===== config.mk =====
export PLATFORM = sky130hd
export DESIGN_NAME = writeback_stage
export DESIGN_NICKNAME = d
export VERILOG_FILES = /design/src/include/core_pkg.sv /design/src/logic/writeback_stage.sv
export SDC_FILE = /design/constraint.sdc
export NUM_CORES = 1
export LEC_CHECK = 0
export CORE_AREA = 2 2 194 196
export DETAILED_ROUTE_END_ITERATION = 12
export DIE_AREA = 0 0 196 198
export DONT_BUFFER_PORTS = 1
export HOLD_SLACK_MARGIN = 0.05
export MAX_ROUTING_LAYER = met4
export SETUP_SLACK_MARGIN = 0.02
export SYNTH_ARGS = -nofsm -noshare
export SYNTH_HDL_FRONTEND = slang
export SYNTH_SLANG_ARGS = --single-unit

===== constraint.sdc =====
create_clock -name aclk -period 0.9 [get_ports aclk]
set_input_delay 0.045 -clock aclk [delete_from_list [all_inputs] [get_ports aclk]]
set_output_delay 0.045 -clock aclk [all_outputs]
set_load 0.01 [all_outputs]

===== src/include/core_pkg.sv =====
package core_pkg;

    localparam int num_lanes  = 2;
    localparam int xlen       = 32;
    localparam int reg_addr_w = 5;
    localparam int num_regs   = 32;
    localparam int wen_w      = 4;

    // pc reported on the trace ports out of reset
    localparam logic [xlen-1:0] reset_pc = 32'h1C00_0000;

    // three-register formats, inst[31:15]
    localparam logic [16:0] op_add_w = 17'h00020;
    localparam logic [16:0] op_sub_w = 17'h00022;
    localparam logic [16:0] op_slt   = 17'h00024;
    localparam logic [16:0] op_sltu  = 17'h00025;
    localparam logic [16:0] op_and   = 17'h00029;
    localparam logic [16:0] op_or    = 17'h0002A;
    localparam logic [16:0] op_xor   = 17'h0002B;
    localparam logic [16:0] op_sll_w = 17'h0002E;
    localparam logic [16:0] op_srl_w = 17'h0002F;

    // register plus 12-bit immediate, inst[31:22]
    localparam logic [9:0] op_slti   = 10'h008;
    localparam logic [9:0] op_sltui  = 10'h009;
    localparam logic [9:0] op_addi_w = 10'h00A;
    localparam logic [9:0] op_andi   = 10'h00D;
    localparam logic [9:0] op_ori    = 10'h00E;
    localparam logic [9:0] op_xori   = 10'h00F;

    typedef enum logic [3:0] {
        alu_none,
        alu_add,
        alu_sub,
        alu_and,
        alu_or,
        alu_xor,
        alu_slt,
        alu_sltu,
        alu_sll,
        alu_srl
    } alu_op_e;

    typedef struct packed {
        logic [16:0]           opcode;
        logic [reg_addr_w-1:0] rk;
        logic [reg_addr_w-1:0] rj;
        logic [reg_addr_w-1:0] rd;
    } inst_3r_t;

    typedef struct packed {
        logic [9:0]            opcode;
        logic [11:0]           imm;
        logic [reg_addr_w-1:0] rj;
        logic [reg_addr_w-1:0] rd;
    } inst_2ri12_t;

    // rj and rd sit at the same bits in both views
    typedef union packed {
        inst_3r_t    r3;
        inst_2ri12_t ri12;
    } inst_word_u;

endpackage


===== src/logic/writeback_stage.sv =====
`timescale 1ns/1ps

module writeback_stage (
    input  logic                                                     aclk,
    input  logic                                                     aresetn,
    input  logic [core_pkg::num_lanes-1:0]                           i_valid,
    input  logic [core_pkg::num_lanes-1:0]                           i_we,
    input  logic [core_pkg::num_lanes-1:0][core_pkg::reg_addr_w-1:0] i_rd,
    input  logic [core_pkg::num_lanes-1:0][core_pkg::xlen-1:0]       i_result,
    input  logic [core_pkg::num_lanes-1:0][core_pkg::xlen-1:0]       i_pc,
    input  logic [core_pkg::num_lanes-1:0][core_pkg::xlen-1:0]       i_inst,
    output logic [core_pkg::num_lanes-1:0]                           o_rf_we,
    output logic [core_pkg::num_lanes-1:0][core_pkg::reg_addr_w-1:0] o_rf_waddr,
    output logic [core_pkg::num_lanes-1:0][core_pkg::xlen-1:0]       o_rf_wdata,
    output logic [core_pkg::num_lanes-1:0][core_pkg::xlen-1:0]       o_wb_pc,
    output logic [core_pkg::num_lanes-1:0][core_pkg::wen_w-1:0]      o_wb_rf_wen,
    output logic [core_pkg::num_lanes-1:0][core_pkg::reg_addr_w-1:0] o_wb_rf_wnum,
    output logic [core_pkg::num_lanes-1:0][core_pkg::xlen-1:0]       o_wb_rf_wdata,
    output logic [core_pkg::num_lanes-1:0][core_pkg::xlen-1:0]       o_wb_inst
);
    import core_pkg::*;

    // register file sees the write in the same cycle as the trace update
    assign o_rf_we    = i_we & i_valid;
    assign o_rf_waddr = i_rd;
    assign o_rf_wdata = i_result;

    always_ff @(posedge aclk) begin
        if (!aresetn) begin
            for (int l = 0; l < num_lanes; l++) begin
                o_wb_pc[l]       <= reset_pc;
                o_wb_rf_wen[l]   <= '0;
                o_wb_rf_wnum[l]  <= '0;
                o_wb_rf_wdata[l] <= '0;
                o_wb_inst[l]     <= '0;
            end
        end else begin
            for (int l = 0; l < num_lanes; l++) begin
                // byte enables, all or nothing
                o_wb_rf_wen[l] <= {wen_w{i_valid[l] & i_we[l]}};
                if (i_valid[l]) begin
                    o_wb_pc[l]       <= i_pc[l];
                    o_wb_rf_wnum[l]  <= i_rd[l];
                    o_wb_rf_wdata[l] <= i_result[l];
                    o_wb_inst[l]     <= i_inst[l];
                end
            end
        end
    end

endmodule


; ---- After elaboration in Yosys (flattened, before gate mapping)
; Index checks and enable logic that the tools add are counted.
; Widths: inputs -> output; s select.
[classes]
bitwise = 3
[ops]
columns = operator, n
row1 = $and 1x1->1, 2
row2 = $and 2x2->2, 1
[word_totals]
regBits = 204
input_bits = 208
out_inout_bits = 286
elab_cells = 13

; ---- Logic depth before layout (Yosys ltp)
[depth]
ltp_word = 1
depth_mapped = 5
mapped_depth_nobuf = 2

; ---- Worst setup path after synthesis
; Ideal clock, no wire load.
[synth_path]
path_type = input -> register
startpoint = in i_valid[0] (netlist name)
endpoint = reg o_wb_inst[17] (netlist name)
arrival_ns = 0.667
t_required_ns = 0.784
setup_slack_ns = 0.117
cell_stages = 5
n_path_buf = 3
cell_sequence = buf_4 -> buf_12 -> buf_12 -> mux2i_1 -> nor2b_1
[synth_lines]
columns = item, line
row1 = from (decl), writeback_stage.sv:6  ; input logic [core_pkg::num_lanes-1:0] i_valid,
row2 = "to (signal, indexed assignment)", writeback_stage.sv:45  ; o_wb_inst[l] <= i_inst[l];
row3 = to (decl), writeback_stage.sv:19  ; output logic [core_pkg::num_lanes-1:0][core_pkg::xlen-1:0] o_wb_inst

; ---- Worst setup path after layout
[layout_path]
startpoint = reg o_wb_pc[55] (netlist name)
endpoint = out o_wb_pc[55] (netlist name)
[layout_lines]
columns = item, line
row1 = from (decl), writeback_stage.sv:15  ; output logic [core_pkg::num_lanes-1:0][core_pkg::xlen-1:0] o_wb_pc,
row2 = "from (signal, indexed assignment)", writeback_stage.sv:31  ; o_wb_pc[l] <= reset_pc;
row3 = "from (signal, indexed assignment)", writeback_stage.sv:42  ; o_wb_pc[l] <= i_pc[l];
; No word-level cell between the ends.

==> results.json <==
{
  "status": "finished, violations left",
  "violations": "hold timing, setup timing",
  "grt_pass1_wl_um": 30000,
  "die_w_um": 196,
  "overflow": 0,
  "dp_hpwl_um": 13300,
  "grt_pass1_vias": 5306,
  "clk_path_buf_depth": 3,
  "path_clk_slew_ns": 0.06,
  "final_nets": 971,
  "synth-seq-area-share": 0.483,
  "ant_nets": 0,
  "syn_avg_cell_area_sq_um": 11.5,
  "r2r_start": "o_wb_inst[11]",
  "numPortBuffers": 0,
  "remaining_drc_errors": 0,
  "cts_tree": "yes",
  "grtUsageMet3": 0.0255,
  "finalCriticalPeriod_ns": 1.03,
  "num_vias": 5090,
  "end_kind": "output pin",
  "startpoint": "o_wb_pc[55]",
  "maxCapViolations": 0,
  "core_area_sq_um": 37000,
  "row_count": 71,
  "finalSetupViolCount": 210,
  "crit_slowest_cell": "dfxtp_4",
  "path_cells": "buf_6",
  "required_ns": 0.85,
  "min_path_type": "in -> reg",
  "use_met1": 0.0991,
  "hp-start": "i_pc[28]",
  "clock_latency_ns": 0.51,
  "start_kind": "flip-flop",
  "total_power_uw": 22400,
  "gr-usage-met2": 0.180,
  "cpPeakStageDelay_ns": 0.35,
  "root_buffer": "clkbuf_16",
  "ys_types": 10,
  "rsz0062_at_grt": "yes",
  "tightest_slew_ns": 0.318,
  "max_freq_mhz": 968,
  "ys_warn_count": 0,
  "min_period_over_period": 1.15,
  "viasPerCell": 4.05,
  "grt-busiest-layer": "met2",
  "criticalPathCategory": "reg -> out",
  "drtIter0Drc": 125,
  "routedWlPerCell_um": 16.8,
  "ctsHtreeMaxLevel": 1,
  "path_max_fanout": 2,
  "cts_made_buffers": 24,
  "hold_slack_ns": -0.346,
  "cp_top_family": "flip-flops",
  "die_area_sq_um": 38800,
  "ioPinCount": 494,
  "layout_setup_ws_ns": -0.133,
  "start_util": 0.229,
  "firstDrtPassIters": 4,
  "fp.dieH_um": 198,
  "ys_ff_latch": 204,
  "power_per_cell_area_nw_per_um2": 2130,
  "slew_viol_final": 0,
  "syn_nets": 946,
  "synth_area_sq_um": 8450,
  "final_layout_size_suffix_gt1_frac": 0.338,
  "ir_drop_v": 0.00180,
  "crit_arrival_ns": 0.99,
  "fin_skew_ns": 0,
  "antenna_found_initial": 4,
  "area_growth_pct": 24.2,
  "postSynthCellCount": 738,
  "place_congestion": 0.744,
  "cp.buffers_inverters": 1,
  "finalWirelength_um": 21200,
  "power.leakage_uw": 0.00431,
  "relSlewSlack": 0.788,
  "grt_util_all_layers": 0.102,
  "finalHoldViolCount": 204,
  "grt_max_degree": 205,
  "cts.sinks": 204
}
==> routing by layer <==
| layer | vias to the layer above | part of all wire |
|---|---|---|
| met1 | 2318 | 0.36 |
| met5 | - | 0 |
| met4 | 0 | 0.057 |
| met3 | 82 | 0.083 |
| li1 | 2391 | - |
| met2 | 299 | 0.50 |
==> area by class of cell <==
| type | instances | area (sq um) |
|---|---|---|
| Timing Repair Buffer | 125 | 1270 |
| Clock buffer | 31 | 698 |
| Antenna cell | 4 | 10.0 |
| Fill cell | 3729 | 26500 |
| Tap cell | 474 | 593 |
| Multi-Input combinational cell | 408 | 3300 |
| Clock inverter | 10 | 178 |
| Sequential cell | 204 | 4450 |
==> power by group <==
group / switching, uW / total [uW] / internal, uW
logic: 463 / 1520 / 1050
clock network: 3720 / 10600 / 6850
registers: 629 / 10300 / 9630
==> state kept, by name, indices dropped and copies added (netlist names) <==
name	count
o_wb_rf_wdata	64
o_wb_inst	64
o_wb_rf_wnum	10
o_wb_pc	64
o_wb_rf_wen	2
==> cell families after synthesis <==
family / synth area share
AND/OR/NAND/NOR: 0.151
buffers and inverters: 0.127
multiplexers: 0.239
flip-flops: 0.483
==> cells in the mapped netlist <==
library cell | count | area (sq um)
and2_1 | 2 | 12.5
and3_1 | 2 | 12.5
buf_12 | 16 | 320
buf_2 | 4 | 20.0
buf_4 | 89 | 668
clkbuf_1 | 17 | 63.8
dfxtp_1 | 204 | 4080
mux2i_1 | 202 | 2020
nand2_1 | 6 | 22.5
nor2b_1 | 196 | 1230
==> metrics by stage <==
stage          instances  cell area [sq um]  worst slack, ns  setup TNS (ns)   util
2_1_floorplan        738               8450            0.117               0      -
3_3_place_gp        1102               8090            0.245               0  0.219
3_5_place_dp        1102               8090            0.215               0  0.219
4_1_cts             1238              10300           -0.172          -13.50  0.278
5_1_grt             1256              10500           -0.178          -13.64  0.284
6_report            1256              10500           -0.133           -5.52  0.284
==> cells in the final DEF (no fill, tap or decap) <==
cell	count
buf_4	3
diode_2	4
clkbuf_16	25
and2_1	2
clkbuf_1	1
clkbuf_8	5
nand2_1	6
dfxtp_2	159
clkinvlp_4	1
buf_6	14
buf_8	2
clkinv_2	4
dlygate4sd3_1	106
bufinv_16	5
mux2i_1	202
and3_1	2
dfxtp_4	45
nor2b_1	196
==> path summary, 6_finish.rpt <==
path,to,slack (ns),depth (start not counted)
setup / recovery,o_wb_pc[55],-0.13,1
hold reg to reg,o_wb_pc[58],0.51,2
hold / removal,o_wb_pc[28],-0.35,2
setup reg to reg,o_wb_inst[11],0.06,4
==> what timing repair did <==
item	in CTS	in global routing
pin swaps	0	0
endpoints found under the setup margin	210	212
buffers inserted	2	1
hold buffers	93	15
hold endpoints to repair	204	204
resized for setup	234	33
No activity file was read; power rests on OpenSTA's default activity.
