===== src/include/core_pkg.sv =====
package core_pkg;

    localparam int num_lanes  = 2;
    localparam int xlen       = 32;
    localparam int reg_addr_w = 5;
    localparam int num_regs   = 32;
    localparam int wen_w      = 4;

    // pc reported on the trace ports out of reset
    localparam logic [xlen-1:0] reset_pc = 32'h1C00_0000;

    // three-register formats, inst[31:15]
    localparam logic [16:0] op_add_w = 17'h00020;
    localparam logic [16:0] op_sub_w = 17'h00022;
    localparam logic [16:0] op_slt   = 17'h00024;
    localparam logic [16:0] op_sltu  = 17'h00025;
    localparam logic [16:0] op_and   = 17'h00029;
    localparam logic [16:0] op_or    = 17'h0002A;
    localparam logic [16:0] op_xor   = 17'h0002B;
    localparam logic [16:0] op_sll_w = 17'h0002E;
    localparam logic [16:0] op_srl_w = 17'h0002F;

    // register plus 12-bit immediate, inst[31:22]
    localparam logic [9:0] op_slti   = 10'h008;
    localparam logic [9:0] op_sltui  = 10'h009;
    localparam logic [9:0] op_addi_w = 10'h00A;
    localparam logic [9:0] op_andi   = 10'h00D;
    localparam logic [9:0] op_ori    = 10'h00E;
    localparam logic [9:0] op_xori   = 10'h00F;

    typedef enum logic [3:0] {
        alu_none,
        alu_add,
        alu_sub,
        alu_and,
        alu_or,
        alu_xor,
        alu_slt,
        alu_sltu,
        alu_sll,
        alu_srl
    } alu_op_e;

    typedef struct packed {
        logic [16:0]           opcode;
        logic [reg_addr_w-1:0] rk;
        logic [reg_addr_w-1:0] rj;
        logic [reg_addr_w-1:0] rd;
    } inst_3r_t;

    typedef struct packed {
        logic [9:0]            opcode;
        logic [11:0]           imm;
        logic [reg_addr_w-1:0] rj;
        logic [reg_addr_w-1:0] rd;
    } inst_2ri12_t;

    // rj and rd sit at the same bits in both views
    typedef union packed {
        inst_3r_t    r3;
        inst_2ri12_t ri12;
    } inst_word_u;

endpackage


===== src/logic/exec_lane.sv =====
`timescale 1ns/1ps

module exec_lane (
    input  logic                            aclk,
    input  logic                            aresetn,
    input  logic                            i_valid,
    input  core_pkg::alu_op_e               i_alu_op,
    input  logic [core_pkg::xlen-1:0]       i_opa,
    input  logic [core_pkg::xlen-1:0]       i_opb,
    input  logic [core_pkg::reg_addr_w-1:0] i_rd,
    input  logic [core_pkg::xlen-1:0]       i_pc,
    input  logic [core_pkg::xlen-1:0]       i_inst,
    output logic                            o_fwd_valid,
    output logic [core_pkg::reg_addr_w-1:0] o_fwd_rd,
    output logic [core_pkg::xlen-1:0]       o_fwd_data,
    output logic                            o_valid,
    output logic                            o_we,
    output logic [core_pkg::reg_addr_w-1:0] o_rd,
    output logic [core_pkg::xlen-1:0]       o_result,
    output logic [core_pkg::xlen-1:0]       o_pc,
    output logic [core_pkg::xlen-1:0]       o_inst
);
    import core_pkg::*;

    logic [xlen-1:0]          result;
    logic [$clog2(xlen)-1:0]  shamt;
    logic                     we;

    // only the low bits count as shift amount
    assign shamt = i_opb[$clog2(xlen)-1:0];

    always_comb begin
        case (i_alu_op)
            alu_add:  result = i_opa + i_opb;
            alu_sub:  result = i_opa - i_opb;
            alu_and:  result = i_opa & i_opb;
            alu_or:   result = i_opa | i_opb;
            alu_xor:  result = i_opa ^ i_opb;
            alu_slt:  result = {{(xlen-1){1'b0}}, $signed(i_opa) < $signed(i_opb)};
            alu_sltu: result = {{(xlen-1){1'b0}}, i_opa < i_opb};
            alu_sll:  result = i_opa << shamt;
            alu_srl:  result = i_opa >> shamt;
            default:  result = '0;
        endcase
    end

    // unknown words and r0 targets retire without a write
    assign we = i_valid && i_alu_op != alu_none && i_rd != '0;

    assign o_fwd_valid = we;
    assign o_fwd_rd    = i_rd;
    assign o_fwd_data  = result;

    always_ff @(posedge aclk) begin
        if (!aresetn) begin
            o_valid <= 1'b0;
            o_we    <= 1'b0;
        end else begin
            o_valid <= i_valid;
            o_we    <= we;
        end
    end

    always_ff @(posedge aclk) begin
        o_rd     <= i_rd;
        o_result <= result;
        o_pc     <= i_pc;
        o_inst   <= i_inst;
    end

endmodule


===== config.mk =====
export PLATFORM = sky130hd
export DESIGN_NAME = exec_lane
export DESIGN_NICKNAME = d
export VERILOG_FILES = /design/src/include/core_pkg.sv /design/src/logic/exec_lane.sv
export SDC_FILE = /design/constraint.sdc
export NUM_CORES = 1
export LEC_CHECK = 0
export BUFFER_PORTS_ARGS = -buffer_cell sky130_fd_sc_hd__buf_4
export CAP_MARGIN = 20
export CORE_MARGIN = 1
export CORE_UTILIZATION = 30
export CTS_BUF_LIST = sky130_fd_sc_hd__clkbuf_16
export CTS_CLUSTER_SIZE = 28
export DETAILED_ROUTE_END_ITERATION = 10
export PLACE_DENSITY_LB_ADDON = 0.3
export SYNTH_ARGS = -nofsm -noshare
export SYNTH_HDL_FRONTEND = slang
export SYNTH_SLANG_ARGS = --single-unit

===== constraint.sdc =====
create_clock -name aclk -period 9.6 [get_ports aclk]
set_input_delay 0.96 -clock aclk [delete_from_list [all_inputs] [get_ports aclk]]
set_output_delay 0.96 -clock aclk [all_outputs]
set_load 0.03 [all_outputs]

# Yosys cells after proc, flatten, opt, wreduce, memory -nomap -nowiden
# Cells that the tools add are included.
op_classes:
  addsub: 2
  multipliers: 0
  div: 0
  magnitude_cmp: 2
  eq_ne: 9
  shifts: 2
  muxes: 1
  n_bitwise: 3
  n_reduce_logical: 4
ops:
  columns: ["cell", "n"]
  rows:
  - ["$pmux W32 S9", 1]
  - ["$lt A32 B32 Y1", 2]
  - ["$add A32 B32 Y32", 1]
  - ["$and A32 B32 Y32", 1]
  - ["$or A32 B32 Y32", 1]
  - ["$shl A32 B5 Y32", 1]
  - ["$shr A32 B5 Y32", 1]
  - ["$sub A32 B32 Y32", 1]
  - ["$xor A32 B32 Y32", 1]
  - ["$eq A4 B3 Y1 const B", 4]
  - ["$eq A4 B2 Y1 const B", 2]
  - ["$eq A4 B4 Y1 const B", 2]
  - ["$reduce_bool A5 Y1", 1]
  - ["$eq A4 B1 Y1 const B", 1]
  - ["$reduce_bool A4 Y1", 1]
  - ["$logic_and A1 B1 Y1", 2]
totals:
  reg_bits: 103
  latchBits: 0
  ram_bits: 0
  rom_bits: 0
  input_bits: 140
  out_inout_bits: 141
  elab_cells: 29
  mem_count: 0

# Longest topological paths before layout
logic_depth:
  ltp_word: 3
  ltp_mapped: 15
  depth_no_buf: 12

# Worst setup path after synthesis
# No wires, ideal clock.
synth_timing:
  path_kind: "input to output"
  startpoint: "in i_opb[2] in the netlist's numbering"
  endpoint: "out o_fwd_data[24] in the netlist's numbering"
  t_arrival_ps: 4602
  required_time_ps: 8640
  setup_slack_ps: 4038
  cell_stages: 15
  n_path_buf: 4
  cell_sequence: "inv_2 -> buf_1 -> buf_2 -> buf_2 -> ha_1 -> buf_2 -> a211o_1 -> a2111oi_4 -> o21a_1 -> nor4_2 -> a211oi_4 -> o21ai_1 -> a211oi_1 -> o21ai_0 -> a21oi_1"
synth_between:
  elab_chain_len: 2
  word_cells_on_any_way: 5
  cone_classes: "2 x add/sub; 2 x shift; 1 x mux"
synth_lines:
  columns: ["element", "line", "rtl"]
  rows:
  - ["start: declaration", "exec_lane.sv:9", "input logic [core_pkg::xlen-1:0] i_opb,"]
  - ["$sub A32 B32 Y32 (tied with other cells)", "exec_lane.sv:35", "alu_sub: result = i_opa - i_opb;"]
  - ["$pmux W32 S9 *", "exec_lane.sv:33", "case (i_alu_op)"]
  - ["end: declaration", "exec_lane.sv:15", "output logic [core_pkg::xlen-1:0] o_fwd_data,"]
# Mark *: on every way between the ends. The rest lies on a longest branch, timed or not.

# Final worst setup path
layout_timing:
  startpoint: "in i_opb[3] in the netlist's numbering"
  endpoint: "out o_fwd_data[0] in the netlist's numbering"
layout_between:
  elab_chain_len: 2
  word_cells_on_any_way: 5
  cone_classes: "2 x order compare; 2 x shift; 1 x mux"
layout_lines:
  columns: ["element", "line", "rtl"]
  rows:
  - ["$lt A32 B32 Y1 (tied with other cells)", "exec_lane.sv:40", "alu_sltu: result = {{(xlen-1){1'b0}}, i_opa < i_opb};"]
  - ["$pmux W32 S9 *", "exec_lane.sv:33", null]
# Marked as above.

==> metrics.md <==
| Metric | Value |
|---|---|
| Sequential share of the synthesized area | 0.1956 |
| # setup viols final | 0 |
| Yosys cell types | 84 |
| Final Wtd Congestion | 0.9954 |
| CP Capture Type | output port |
| H-tree lvl count | 3 |
| Mapped Area | 10,540 um^2 |
| First-pass detailed-route iteration total | 8 |
| Via-to-Cell Ratio | 5.987 |
| Share of the synthesized area in the top cell type | 0.1956 |
| Pins Over Slew Limit | 0 |
| Mapped Nets | 1,519 |
| Share of cells above drive strength 1 | 0.2655 |
| Max cap viols | 0 |
| RSZ-0062 raised after global routing | false |
| Tmin final | 6.221 ns |
| Post-Synth Adder-Cell Area | 0.1189 |
| CTS Sinks | 103 |
| Final ANT Viol Nets | 0 |
| Power Dens Cells | 124.1 nW/um^2 |
| Final HPWL DP | 34.75 mm |
| Crit-path max cell delay | 0.53 ns |
| Total grt overflow | 0 |
| Yosys warnings | 0 |
| Hold_buf cts | 0 |
| Die footprint | 35,890 um^2 |
| Initial antenna violation count | 0 |
| Post CTS Setup Buffer Count | 0 |
| Mux contribution to synthesized area | 0.1673 |
| Residual DRC | 0 |
| Cell with the most instances after synthesis | nor2_1 |
| Core area | 34,540 um^2 |
| First-pass GRT wire length | 66.69 mm |
| Combined area of the multi-input logic cells | 7707 um^2 |
| # fillers | 3,604 |
| Compound-cell area share of the yosys netlist | 0.2843 |
| Largest family of logic cells by synthesized area | compound AO/OA/AOI/OAI gates |
| Max Fanout on Critical Path | 54 |
| FF+latch count, synth | 103 |
| FP Rows | 68 |
| Root buf cell | clkbuf_16 |
| Synth Flop Type | dfxtp_1 |
| Number of global-route vias before repair | 10,610 |
| Vert. Die Dim | 189.4 um |
| Data arrival time of the worst path | 5.26 ns |
| Syn avg cell area | 8.234 um^2 |
| Worst VDD drop | 119.9 uV |
| GR Util All Layers | 0.2445 |
| Final worst path period share | 0.6480 |
| PnR worst setup slack | 3.379 ns |
| Place WS | 3.536 ns |
| Commonest cells in the netlist | nor2_1 (129), dfxtp_1 (103), a21oi_1 (101) |
| Cell area after layout | 13,180 um^2 |
| Leak Pwr | 5.833 nW |
| DRT Wirelength | 45.25 mm |
| CTS resizes | 0 |
| Worst setup path class | input port to output port |
| Startpoint types | input port |
| Post-synth EDFFs | 0 |
| CTS tree | built |
| Syn Inst Count | 1,280 |
| Clock Pin Slew Worst Setup and Hold Paths | 0.08 ns |
| Die width | 189.4 um |
| Slew HR | 0.2267 |
| IO Pins | 281 |
| Num CTS Buffers | 9 |
| Post-Route Setup TNS | 0 ns |
| Area Growth Syn to Fin | 25.04% |
| Initial Utilization | 0.3051 |
| Synth area leaders | dfxtp_1 (20%), mux4_2 (13%), ha_1 (12%) |
| Async set-or-reset flop fraction in the synthesized netlist | 0 |
| 1st-iter DRT viols | 1,257 |
| Status | complete, no violations |
| CP top delay family | compound AO/OA/AOI/OAI gates |
| Buf+Inv Stages, Crit Path | 3 |
| Ant. Diodes | 0 |
| Xor and xnor area share after synthesis | 0.003324 |
| FMAX | 0.1608 GHz |
| Worst slew pin tran | 1.151 ns |
| Vias | 11,630 |
| Crit path launch | i_opb[3] |
| Synth Area in Simple Gates | 0.1534 |
| HP Class | input port to register |
| Deepest clock path buffer count | 2 |
| Worst-path cell chain | buf_4, inv_2, ha_1, nor3_1, o31ai_1, a211oi_2, a311oi_1, a211oi_2, a31o_2, a31oi_1, o2111ai_1, nand3_1, buf_4 |
| Hold_sp | i_inst[19] |
| Yosys top cell by area | dfxtp_1 |
| Drt wl/cell | 23.29 um |
| Slowest CP cell | a311oi_1 |
| Count of final hold-check violations | 0 |
| I/O Buffers | 280 |
| Sequential cell area | 2062 um^2 |
| Pin count of the biggest net entering global routing | 75 |
| Layout Nets | 1,722 |
| DP Area | 12,870 um^2 |
| Worst path required time | 8.64 ns |
## power breakdown
part | total (mW) | internal (mW) | leakage (nW) | switching, mW
logic | 0.784 | 0.287 | 4.82 | 0.497
registers | 0.472 | 0.463 | 0.867 | 0.00902
clock network | 0.379 | 0.186 | 0.150 | 0.192
total | 1.64 | 0.937 | 5.83 | 0.699
## registers in the layout (all words and copies together) (netlist names)
signal    count
o_inst       32
o_we          1
o_result     32
o_valid       1
o_pc         32
o_rd          5
## metal layers
layer	wire length [um]	track usage	share of wire	vias up
li1	-	-	-	5192
met1	18530	0.3307	0.41	5563
met2	20550	0.3826	0.45	777
met3	4590	0.04374	0.10	100
met4	1580	0.09708	0.035	0
met5	0	0	0	-
## per-stage QoR
step                      std cells  hold WS, ns  total power [mW]    util
after floorplan                1280       0.9877            0.9601       -
after global placement         1927        1.065             1.248  0.3726
after detailed placement       1927        1.066             1.249  0.3726
after CTS                      1943       0.6546             1.641  0.3815
after global routing           1943       0.6545             1.716  0.3815
final                          1943       0.6756             1.635  0.3815
## logic make-up (layout without fill, tap and decap cells)
| family | count (synthesis) | count (layout) |
|---|---|---|
| muxes | 100 | 100 |
| and+or+nand+nor | 345 | 345 |
| adders and majority gates | 99 | 99 |
| AOI/OAI and AO/OA | 435 | 435 |
| DFF | 103 | 103 |
| buffers and inverters | 194 | 402 |
| xor gates and xnor gates | 4 | 4 |
## placed cells by master (no fill, tap or decap), types with 11 or more instances in the layout
cell type / n
a211oi_1: 15
o21bai_1: 16
o21ai_1: 15
mux4_2: 60
o211ai_1: 18
nand2_1: 78
o21a_1: 13
buf_4: 289
a22oi_1: 27
a211o_1: 11
a21o_1: 13
ha_1: 97
a221oi_1: 15
nand3_1: 25
inv_1: 92
a21oi_1: 101
nor3_1: 25
dfxtp_1: 103
mux2i_1: 34
nand4_1: 11
a221o_1: 19
o221ai_1: 15
a31oi_1: 11
or3_1: 13
nor2b_1: 15
o21ai_0: 75
nor2_1: 129
o22ai_1: 14
## final timing paths
kind	end	slack [ns]	cells after the start
setup / recovery	o_fwd_data[0]	3.38	13
hold / removal	o_inst[19]$_DFF_P_	0.68	1
## cell type report
cell class | instances | share of cell area
clock buffers | 9 | 0.01709
clock inverters | 7 | 0.006171
inverters | 97 | 0.02763
multi-input cells | 983 | 0.5848
flip-flops and latches | 103 | 0.1565
well taps | 455 | 0.04320
repair buffers | 289 | 0.1646
(Power assumes the default switching activity.)
