--- config.mk ---
export PLATFORM = sky130hd
export DESIGN_NAME = issue_stage
export DESIGN_NICKNAME = d
export VERILOG_FILES = /design/src/include/core_pkg.sv /design/src/logic/register_file.sv /design/src/logic/issue_stage.sv
export SDC_FILE = /design/constraint.sdc
export NUM_CORES = 2
export LEC_CHECK = 0
export BUFFER_PORTS_ARGS = -buffer_cell sky130_fd_sc_hd__buf_2
export CAP_MARGIN = 20
export CORE_MARGIN = 1.5
export CORE_UTILIZATION = 40
export DETAILED_ROUTE_END_ITERATION = 8
export PLACE_DENSITY_LB_ADDON = 0.15
export SLEW_MARGIN = 20
export SYNTH_ARGS = -nofsm -noshare
export SYNTH_HDL_FRONTEND = slang
export SYNTH_SLANG_ARGS = --single-unit
--- constraint.sdc ---
create_clock -name aclk -period 4 [get_ports aclk]
set_clock_uncertainty 0.05 [all_clocks]
set_input_delay 1.2 -clock aclk [delete_from_list [all_inputs] [get_ports aclk]]
set_output_delay 1.2 -clock aclk [all_outputs]
set_load 0.05 [all_outputs]
--- src/include/core_pkg.sv ---
package core_pkg;

    localparam int num_lanes  = 2;
    localparam int xlen       = 32;
    localparam int reg_addr_w = 5;
    localparam int num_regs   = 32;
    localparam int wen_w      = 4;

    // pc reported on the trace ports out of reset
    localparam logic [xlen-1:0] reset_pc = 32'h1C00_0000;

    // three-register formats, inst[31:15]
    localparam logic [16:0] op_add_w = 17'h00020;
    localparam logic [16:0] op_sub_w = 17'h00022;
    localparam logic [16:0] op_slt   = 17'h00024;
    localparam logic [16:0] op_sltu  = 17'h00025;
    localparam logic [16:0] op_and   = 17'h00029;
    localparam logic [16:0] op_or    = 17'h0002A;
    localparam logic [16:0] op_xor   = 17'h0002B;
    localparam logic [16:0] op_sll_w = 17'h0002E;
    localparam logic [16:0] op_srl_w = 17'h0002F;

    // register plus 12-bit immediate, inst[31:22]
    localparam logic [9:0] op_slti   = 10'h008;
    localparam logic [9:0] op_sltui  = 10'h009;
    localparam logic [9:0] op_addi_w = 10'h00A;
    localparam logic [9:0] op_andi   = 10'h00D;
    localparam logic [9:0] op_ori    = 10'h00E;
    localparam logic [9:0] op_xori   = 10'h00F;

    typedef enum logic [3:0] {
        alu_none,
        alu_add,
        alu_sub,
        alu_and,
        alu_or,
        alu_xor,
        alu_slt,
        alu_sltu,
        alu_sll,
        alu_srl
    } alu_op_e;

    typedef struct packed {
        logic [16:0]           opcode;
        logic [reg_addr_w-1:0] rk;
        logic [reg_addr_w-1:0] rj;
        logic [reg_addr_w-1:0] rd;
    } inst_3r_t;

    typedef struct packed {
        logic [9:0]            opcode;
        logic [11:0]           imm;
        logic [reg_addr_w-1:0] rj;
        logic [reg_addr_w-1:0] rd;
    } inst_2ri12_t;

    // rj and rd sit at the same bits in both views
    typedef union packed {
        inst_3r_t    r3;
        inst_2ri12_t ri12;
    } inst_word_u;

endpackage

--- src/logic/register_file.sv ---
`timescale 1ns/1ps

module register_file (
    input  logic                                                     aclk,
    input  logic                                                     aresetn,
    input  logic [core_pkg::num_lanes-1:0]                           i_we,
    input  logic [core_pkg::num_lanes-1:0][core_pkg::reg_addr_w-1:0] i_waddr,
    input  logic [core_pkg::num_lanes-1:0][core_pkg::xlen-1:0]       i_wdata,
    input  logic [2*core_pkg::num_lanes-1:0][core_pkg::reg_addr_w-1:0] i_raddr,
    output logic [2*core_pkg::num_lanes-1:0][core_pkg::xlen-1:0]     o_rdata
);
    import core_pkg::*;

    // r0 has no storage
    logic [xlen-1:0] regs [1:num_regs-1];

    always_ff @(posedge aclk) begin
        if (!aresetn) begin
            for (int r = 1; r < num_regs; r++) begin
                regs[r] <= '0;
            end
        end else begin
            // later lane overrides on the same address
            for (int l = 0; l < num_lanes; l++) begin
                if (i_we[l] && i_waddr[l] != '0) begin
                    regs[i_waddr[l]] <= i_wdata[l];
                end
            end
        end
    end

    always_comb begin
        for (int p = 0; p < 2*num_lanes; p++) begin
            if (i_raddr[p] == '0) begin
                o_rdata[p] = '0;
            end else begin
                o_rdata[p] = regs[i_raddr[p]];
                // write-first, lane 1 checked last
                for (int l = 0; l < num_lanes; l++) begin
                    if (i_we[l] && i_waddr[l] == i_raddr[p]) begin
                        o_rdata[p] = i_wdata[l];
                    end
                end
            end
        end
    end

endmodule

--- src/logic/issue_stage.sv ---
`timescale 1ns/1ps

module issue_stage (
    input  logic                                                     aclk,
    input  logic                                                     aresetn,
    input  logic [core_pkg::num_lanes-1:0]                           i_valid,
    input  logic [core_pkg::num_lanes-1:0][core_pkg::xlen-1:0]       i_inst,
    input  logic [core_pkg::num_lanes-1:0][core_pkg::xlen-1:0]       i_pc,
    input  logic [core_pkg::num_lanes-1:0]                           i_fwd_valid,
    input  logic [core_pkg::num_lanes-1:0][core_pkg::reg_addr_w-1:0] i_fwd_rd,
    input  logic [core_pkg::num_lanes-1:0][core_pkg::xlen-1:0]       i_fwd_data,
    input  logic [core_pkg::num_lanes-1:0]                           i_wb_we,
    input  logic [core_pkg::num_lanes-1:0][core_pkg::reg_addr_w-1:0] i_wb_waddr,
    input  logic [core_pkg::num_lanes-1:0][core_pkg::xlen-1:0]       i_wb_wdata,
    output logic [core_pkg::num_lanes-1:0]                           o_valid,
    output core_pkg::alu_op_e [core_pkg::num_lanes-1:0]              o_alu_op,
    output logic [core_pkg::num_lanes-1:0][core_pkg::xlen-1:0]       o_opa,
    output logic [core_pkg::num_lanes-1:0][core_pkg::xlen-1:0]       o_opb,
    output logic [core_pkg::num_lanes-1:0][core_pkg::reg_addr_w-1:0] o_rd,
    output logic [core_pkg::num_lanes-1:0][core_pkg::xlen-1:0]       o_pc,
    output logic [core_pkg::num_lanes-1:0][core_pkg::xlen-1:0]       o_inst
);
    import core_pkg::*;

    // port 2*l is rj of lane l, port 2*l+1 is rk
    logic [2*num_lanes-1:0][reg_addr_w-1:0] rf_raddr;
    logic [2*num_lanes-1:0][xlen-1:0]       rf_rdata;
    logic [2*num_lanes-1:0][xlen-1:0]       src_val;

    alu_op_e [num_lanes-1:0]                dec_op;
    logic [num_lanes-1:0][xlen-1:0]         dec_opb;
    logic [num_lanes-1:0][reg_addr_w-1:0]   dec_rd;

    always_comb begin
        inst_word_u word;
        for (int l = 0; l < num_lanes; l++) begin
            word = i_inst[l];
            rf_raddr[2*l]   = word.r3.rj;
            rf_raddr[2*l+1] = word.r3.rk;
        end
    end

    register_file u_register_file (
        .aclk    (aclk),
        .aresetn (aresetn),
        .i_we    (i_wb_we),
        .i_waddr (i_wb_waddr),
        .i_wdata (i_wb_wdata),
        .i_raddr (rf_raddr),
        .o_rdata (rf_rdata)
    );

    // oldest source first so younger results overwrite
    always_comb begin
        for (int p = 0; p < 2*num_lanes; p++) begin
            src_val[p] = rf_rdata[p];
            for (int l = 0; l < num_lanes; l++) begin
                if (i_wb_we[l] && i_wb_waddr[l] == rf_raddr[p]) begin
                    src_val[p] = i_wb_wdata[l];
                end
            end
            for (int l = 0; l < num_lanes; l++) begin
                if (i_fwd_valid[l] && i_fwd_rd[l] == rf_raddr[p]) begin
                    src_val[p] = i_fwd_data[l];
                end
            end
        end
    end

    always_comb begin
        inst_word_u word;
        for (int l = 0; l < num_lanes; l++) begin
            word       = i_inst[l];
            dec_rd[l]  = word.r3.rd;
            dec_opb[l] = src_val[2*l+1];
            case (word.r3.opcode)
                op_add_w: dec_op[l] = alu_add;
                op_sub_w: dec_op[l] = alu_sub;
                op_and:   dec_op[l] = alu_and;
                op_or:    dec_op[l] = alu_or;
                op_xor:   dec_op[l] = alu_xor;
                op_slt:   dec_op[l] = alu_slt;
                op_sltu:  dec_op[l] = alu_sltu;
                op_sll_w: dec_op[l] = alu_sll;
                op_srl_w: dec_op[l] = alu_srl;
                default:  dec_op[l] = alu_none;
            endcase
            // not a three-register word, try the immediate view
            if (dec_op[l] == alu_none) begin
                case (word.ri12.opcode)
                    op_addi_w: dec_op[l] = alu_add;
                    op_slti:   dec_op[l] = alu_slt;
                    op_sltui:  dec_op[l] = alu_sltu;
                    op_andi:   dec_op[l] = alu_and;
                    op_ori:    dec_op[l] = alu_or;
                    op_xori:   dec_op[l] = alu_xor;
                    default:   dec_op[l] = alu_none;
                endcase
                // logical immediates are zero-extended
                if (word.ri12.opcode inside {op_andi, op_ori, op_xori}) begin
                    dec_opb[l] = {{(xlen-12){1'b0}}, word.ri12.imm};
                end else begin
                    dec_opb[l] = {{(xlen-12){word.ri12.imm[11]}}, word.ri12.imm};
                end
            end
        end
    end

    always_ff @(posedge aclk) begin
        if (!aresetn) begin
            o_valid <= '0;
        end else begin
            o_valid <= i_valid;
        end
    end

    always_ff @(posedge aclk) begin
        o_alu_op <= dec_op;
        o_opb    <= dec_opb;
        o_rd     <= dec_rd;
        o_pc     <= i_pc;
        o_inst   <= i_inst;
        for (int l = 0; l < num_lanes; l++) begin
            o_opa[l] <= src_val[2*l];
        end
    end

endmodule

# ---- Yosys cells after proc, flatten, opt, wreduce, memory -nomap -nowiden
# Memories as Yosys holds them, arrays and structs flattened.
# Cells that the tools add are included.
dict set report word_totals {
  reg_bits 276
  latch_bits 0
  ramBits 992
  rom_bits 0
  in_bits 284
  out_inout_bits 276
  wordCells 133
  n_memories 1
}
# name depth width read_ports rd_ports_with_merged_regs wr line
set memory_table {}
lappend memory_table {u_register_file.regs 31 32 4 0 31 register_file.sv:15} ;# logic [xlen-1:0] regs [1:num_regs-1];
dict set report classes {
  add_sub_neg 0
  n_mul 0
  div_mod_pow 0
  magnitude_cmp 0
  eq_ne 46
  shifts 0
  muxes 43
  n_bitwise 0
  n_reduce_logical 30
}
# operator count
set op_table {}
lappend op_table {{two-way mux 32 bit} 26}
lappend op_table {{equality test 17 x 6 -> 1 bit (second input constant)} 18}
lappend op_table {{equality test 10 x 4 -> 1 bit (second input constant)} 12}
lappend op_table {{equality test 5 bit} 16}
lappend op_table {{one-hot mux 4 bit (9 select lines)} 2}
lappend op_table {{OR reduction 32 bit} 2}
lappend op_table {{one-hot mux 3 bit (6 select lines)} 2}
lappend op_table {{zero test 5 bit} 4}
lappend op_table {{logical AND 1 bit} 18}
lappend op_table {{two-way mux 5 bit} 2}
lappend op_table {{nonzero test 5 bit} 2}
lappend op_table {{two-way mux 1 bit} 9}
lappend op_table {{zero test 4 bit} 2}
lappend op_table {{two-way mux 4 bit} 2}
lappend op_table {{nonzero test 3 bit} 2}

# ---- Depth between registers and ports, before layout
dict set report logic_depth {
  word_depth 7
  depth_mapped 12
  mapped_depth_nobuf 6
}

# ---- Hierarchy
# Synthesis repeated with hierarchy kept, for this count alone.
dict set report hier_totals {
  cells_unflattened 6914
  area_unflattened_um2 89475.8
}
# mod n_inst cells_per_inst area_per_inst_um2 seq_area_each_um2
set modules_own_cells {}
lappend modules_own_cells {register_file 1 5676 77384.2 30749.5}
lappend modules_own_cells {issue_stage 1 1238 12091.6 5325.1}

# ---- Worst setup path after synthesis
# No wires, ideal clock.
dict set report synth_timing {
  path_type {input-to-reg}
  startpoint {input port i_wb_we[0] (netlist bit)}
  endpoint {memory u_register_file.regs[24][0], enable pin}
  setup_time_ns 0.436
  arrival_time_ns 3.801
  t_required_ns 3.514
  path_slack_ns -0.287
  stages 4
  n_path_buf 1
  cell_sequence {clkbuf_1 > nand2_1 > or4_1 > o221ai_1}
}
# item line
set synth_rtl {}
lappend synth_rtl {{start: declaration} issue_stage.sv:12} ;# input logic [core_pkg::num_lanes-1:0] i_wb_we,
lappend synth_rtl {{end: declaration} register_file.sv:15}

==> results.py <==
metrics = {
    "logic_synthesis": {
        "synth_area_um2": 87600,
        "syn-mean-instance-area_um2": 12.8,
        "yosysWarnings": 0,
        "ys_ff_latch": 1290,
        "synth_edf_count": 1024,
        "synth-seq-area-share_pct": 41.2,
        "ys_types": 81,
        "ys_async_sr_fraction_pct": 0,
        "synth_ff_type": "edfxtp_1",
        "synthCells": 6865,
    },
    "layout": {
        "finalNetCount": 7781,
        "drive_gt1_share_pct": 35.4,
        "fillerInstances": 19272,
        "fin_util_pct": 48.2,
        "final_common_cell": "a22o_1",
        "syn_to_final_growth_pct": 19.6,
        "final_area_um2": 105000,
        "final_cell_mix": "a22o_1, edfxtp_1, mux4_2",
    },
    "routing": {
        "drt-pass1-iter-count": 9,
        "drc_errors": 0,
        "routed_wl_um": 499000,
        "route.vias.total": 80276,
        "wl_per_cell_um": 47.4,
        "vias_per_cell": 7.64,
        "ant_nets": 0,
        "drtIter0Drc": 13608,
    },
    "worst_setup_path": {
        "cp_max_fo": 25,
        "crit_path_end_kind": "flop",
        "critPathSlowestCell": "a211oi_1",
        "required_ns": 4.61,
        "worstSetupPathType": "primary input to flop",
        "cp_slowest_stage_delay_ns": 0.77,
        "cp_data_arrival_time_ns": 4.53,
        "worst_setup_path_start_kind": "primary input",
        "path_cells": "buf_8 -> buf_12 -> buf_12 -> mux4_2 -> nor2b_1 -> a211oi_1 -> a2111oi_0 -> a211oi_1 -> o21ai_0",
    },
    "sta": {
        "report.final.slew_viol_count": 0,
        "period_needed_ns": 3.92,
        "finalSetupTns_ns": 0,
        "hold_viol_final": 0,
        "tightestPinTransition_ns": 1.26,
        "fin_crit_sh_pct": 98.0,
        "setup_ws_ns": 0.0814,
        "rsz0062_at_grt": "no",
        "slew_headroom_pct": 15.8,
        "final-setup-viol-count": 0,
        "fmax_mhz": 255,
    },
    "placement": {
        "pre_cts_slack_ns": -0.396,
        "io_buffers": 559,
        "dpl.hpwl_um": 348000,
        "placed_area_um2": 99300,
        "gp_congestion": 1.05,
    },
    "cts": {
        "cts_buffer_depth": 3,
        "cts_resized": 0,
        "cts_tree": "built",
        "hold_buffers": 0,
        "h-tree-depth": 4,
        "numCtsBuffers": 160,
        "cts_setup_buffers": 0,
        "worst_skew_pair.late_latency_ns": 0.85,
        "path_clk_slew_ns": 0.06,
        "root_buffer": "clkbuf_16",
        "numClockSinks": 1290,
    },
    "floorplanning": {
        "core_area_um2": 217000,
        "dieWidth_um": 471,
        "ioPinCount": 560,
        "rows": 171,
        "initial_core_util_pct": 40.3,
        "dieArea_um2": 222000,
        "fp.dieH_um": 471,
    },
    "pwr": {
        "peakVddDrop_v": 0.000468,
        "total_power_w": 0.0412,
        "power_density_nw_per_um2": 394,
        "leakagePower_nw": 38.5,
    },
    "run": {
        "maxCapViolCount": 0,
    },
    "global_route": {
        "grt_overflow": 0,
        "track_usage_pct": 43.6,
        "grt_max_degree": 50,
        "grt_pass1_vias": 75654,
        "grt_pass1_wl_um": 665000,
        "antenna_found_initial": 43,
    },
    "status": {
        "status": "complete, no violations",
    },
    "hold_path": {
        "hold_path.class": "primary input to flop",
    },
}
[flip-flops by register name, summed over array words and instances, names as in the netlist]
| signal | flops |
|---|---|
| o_opa | 64 |
| u_register_file.regs | 1024 |
| o_pc | 64 |
| o_inst | 64 |
| o_opb | 64 |
| o_alu_op | 8 |
| o_valid | 2 |
[worst paths after layout]
check / start / end / slack [ns] / cells after the start
max: i_inst[6] / o_opa[12] / 0.08 / 9
min reg2reg: u_register_file.regs[4][8] / o_opa[40] / 0.95 / 5
max reg2reg: u_register_file.regs[6][12] / o_opa[12] / 0.78 / 6
min: i_inst[63] / o_inst[63] / 0.42 / 1
[where the power goes]
part	internal, W	total (W)	switching, W
registers	0.0154	0.0164	0.000971
logic	0.00354	0.00965	0.00611
clock network	0.00872	0.0152	0.00651
[logic make-up after synthesis]
kind of cell	count (synthesis)	synth area share, %
muxes	1401	27.9
buffers and inverters	1048	5.50
other	1	0.00428
AOI/OAI and AO/OA	2195	19.8
xor gates and xnor gates	84	0.840
DFF	1290	41.2
and+or+nand+nor	846	4.78
[metrics by stage]
step / cells / hold slack [ns]
after CTS: 10489 / 0.379
after global placement: 10186 / 0.939
after global routing: 10496 / 0.393
after floorplan: 6896 / 0.800
after detailed placement: 10189 / 0.932
final: 10511 / 0.418
[critical path: cells and delay by family]
kind / cells / cell delay, ns
AND/OR/NAND/NOR: 1 / 0.14
multiplexers: 1 / 0.51
buffers and inverters: 3 / 0.71
AO/OA/AOI/OAI: 4 / 1.95
[layer usage]
| layer | wire (µm) | part of all wire [%] | vias to the layer above | global-route usage, % |
|---|---|---|---|---|
| li1 | - | - | 29800 | - |
| met1 | 178000 | 36 | 40999 | 54.5 |
| met2 | 202000 | 41 | 7910 | 60.0 |
| met3 | 90400 | 18 | 1541 | 25.2 |
| met4 | 27400 | 5.5 | 26 | 20.1 |
| met5 | 549 | 0.11 | - | 1.02 |
[Yosys cell counts, drive strengths merged (16+ instances only)]
master	instances	area share, %
xnor2	31	0.31
a21oi	150	0.86
dfxtp	266	6.1
clkbuf	624	2.7
nand2	250	1.1
o2111ai	30	0.30
o31a	29	0.29
a2111oi	19	0.19
nor3	48	0.29
inv	30	0.13
o311a	19	0.22
mux2	30	0.39
o31ai	42	0.39
o311ai	17	0.17
a221oi	76	0.76
buf	394	2.7
nand2b	16	0.11
o22ai	44	0.31
o22a	24	0.24
edfxtp	1024	35
nor2b	76	0.54
or3	26	0.19
and3	17	0.12
nor2	200	0.86
and2	23	0.16
nand3	69	0.40
nand3b	34	0.29
mux2i	544	6.2
o221ai	32	0.32
a21o	28	0.24
o21ai	162	0.93
mux4	827	21
a22o	1056	11
a22oi	294	2.5
xor2	53	0.53
a211oi	69	0.59
a31oi	52	0.37
nor4	40	0.30
[final cells by class]
cell class                 instances  area (µm²)  share of cell area (%)
antenna                           22        55.1                  0.0526
clock buffer                     220        4600                    4.39
clock inverter                    80         764                   0.730
inverter                          30         113                   0.108
multi-input combinational       4558       47500                    45.3
sequential                      1290       36100                    34.5
tap                             2854        3570                    3.41
timing repair buffer            1457       12100                    11.5
Note: power is estimated with default switching activity, not from simulation.
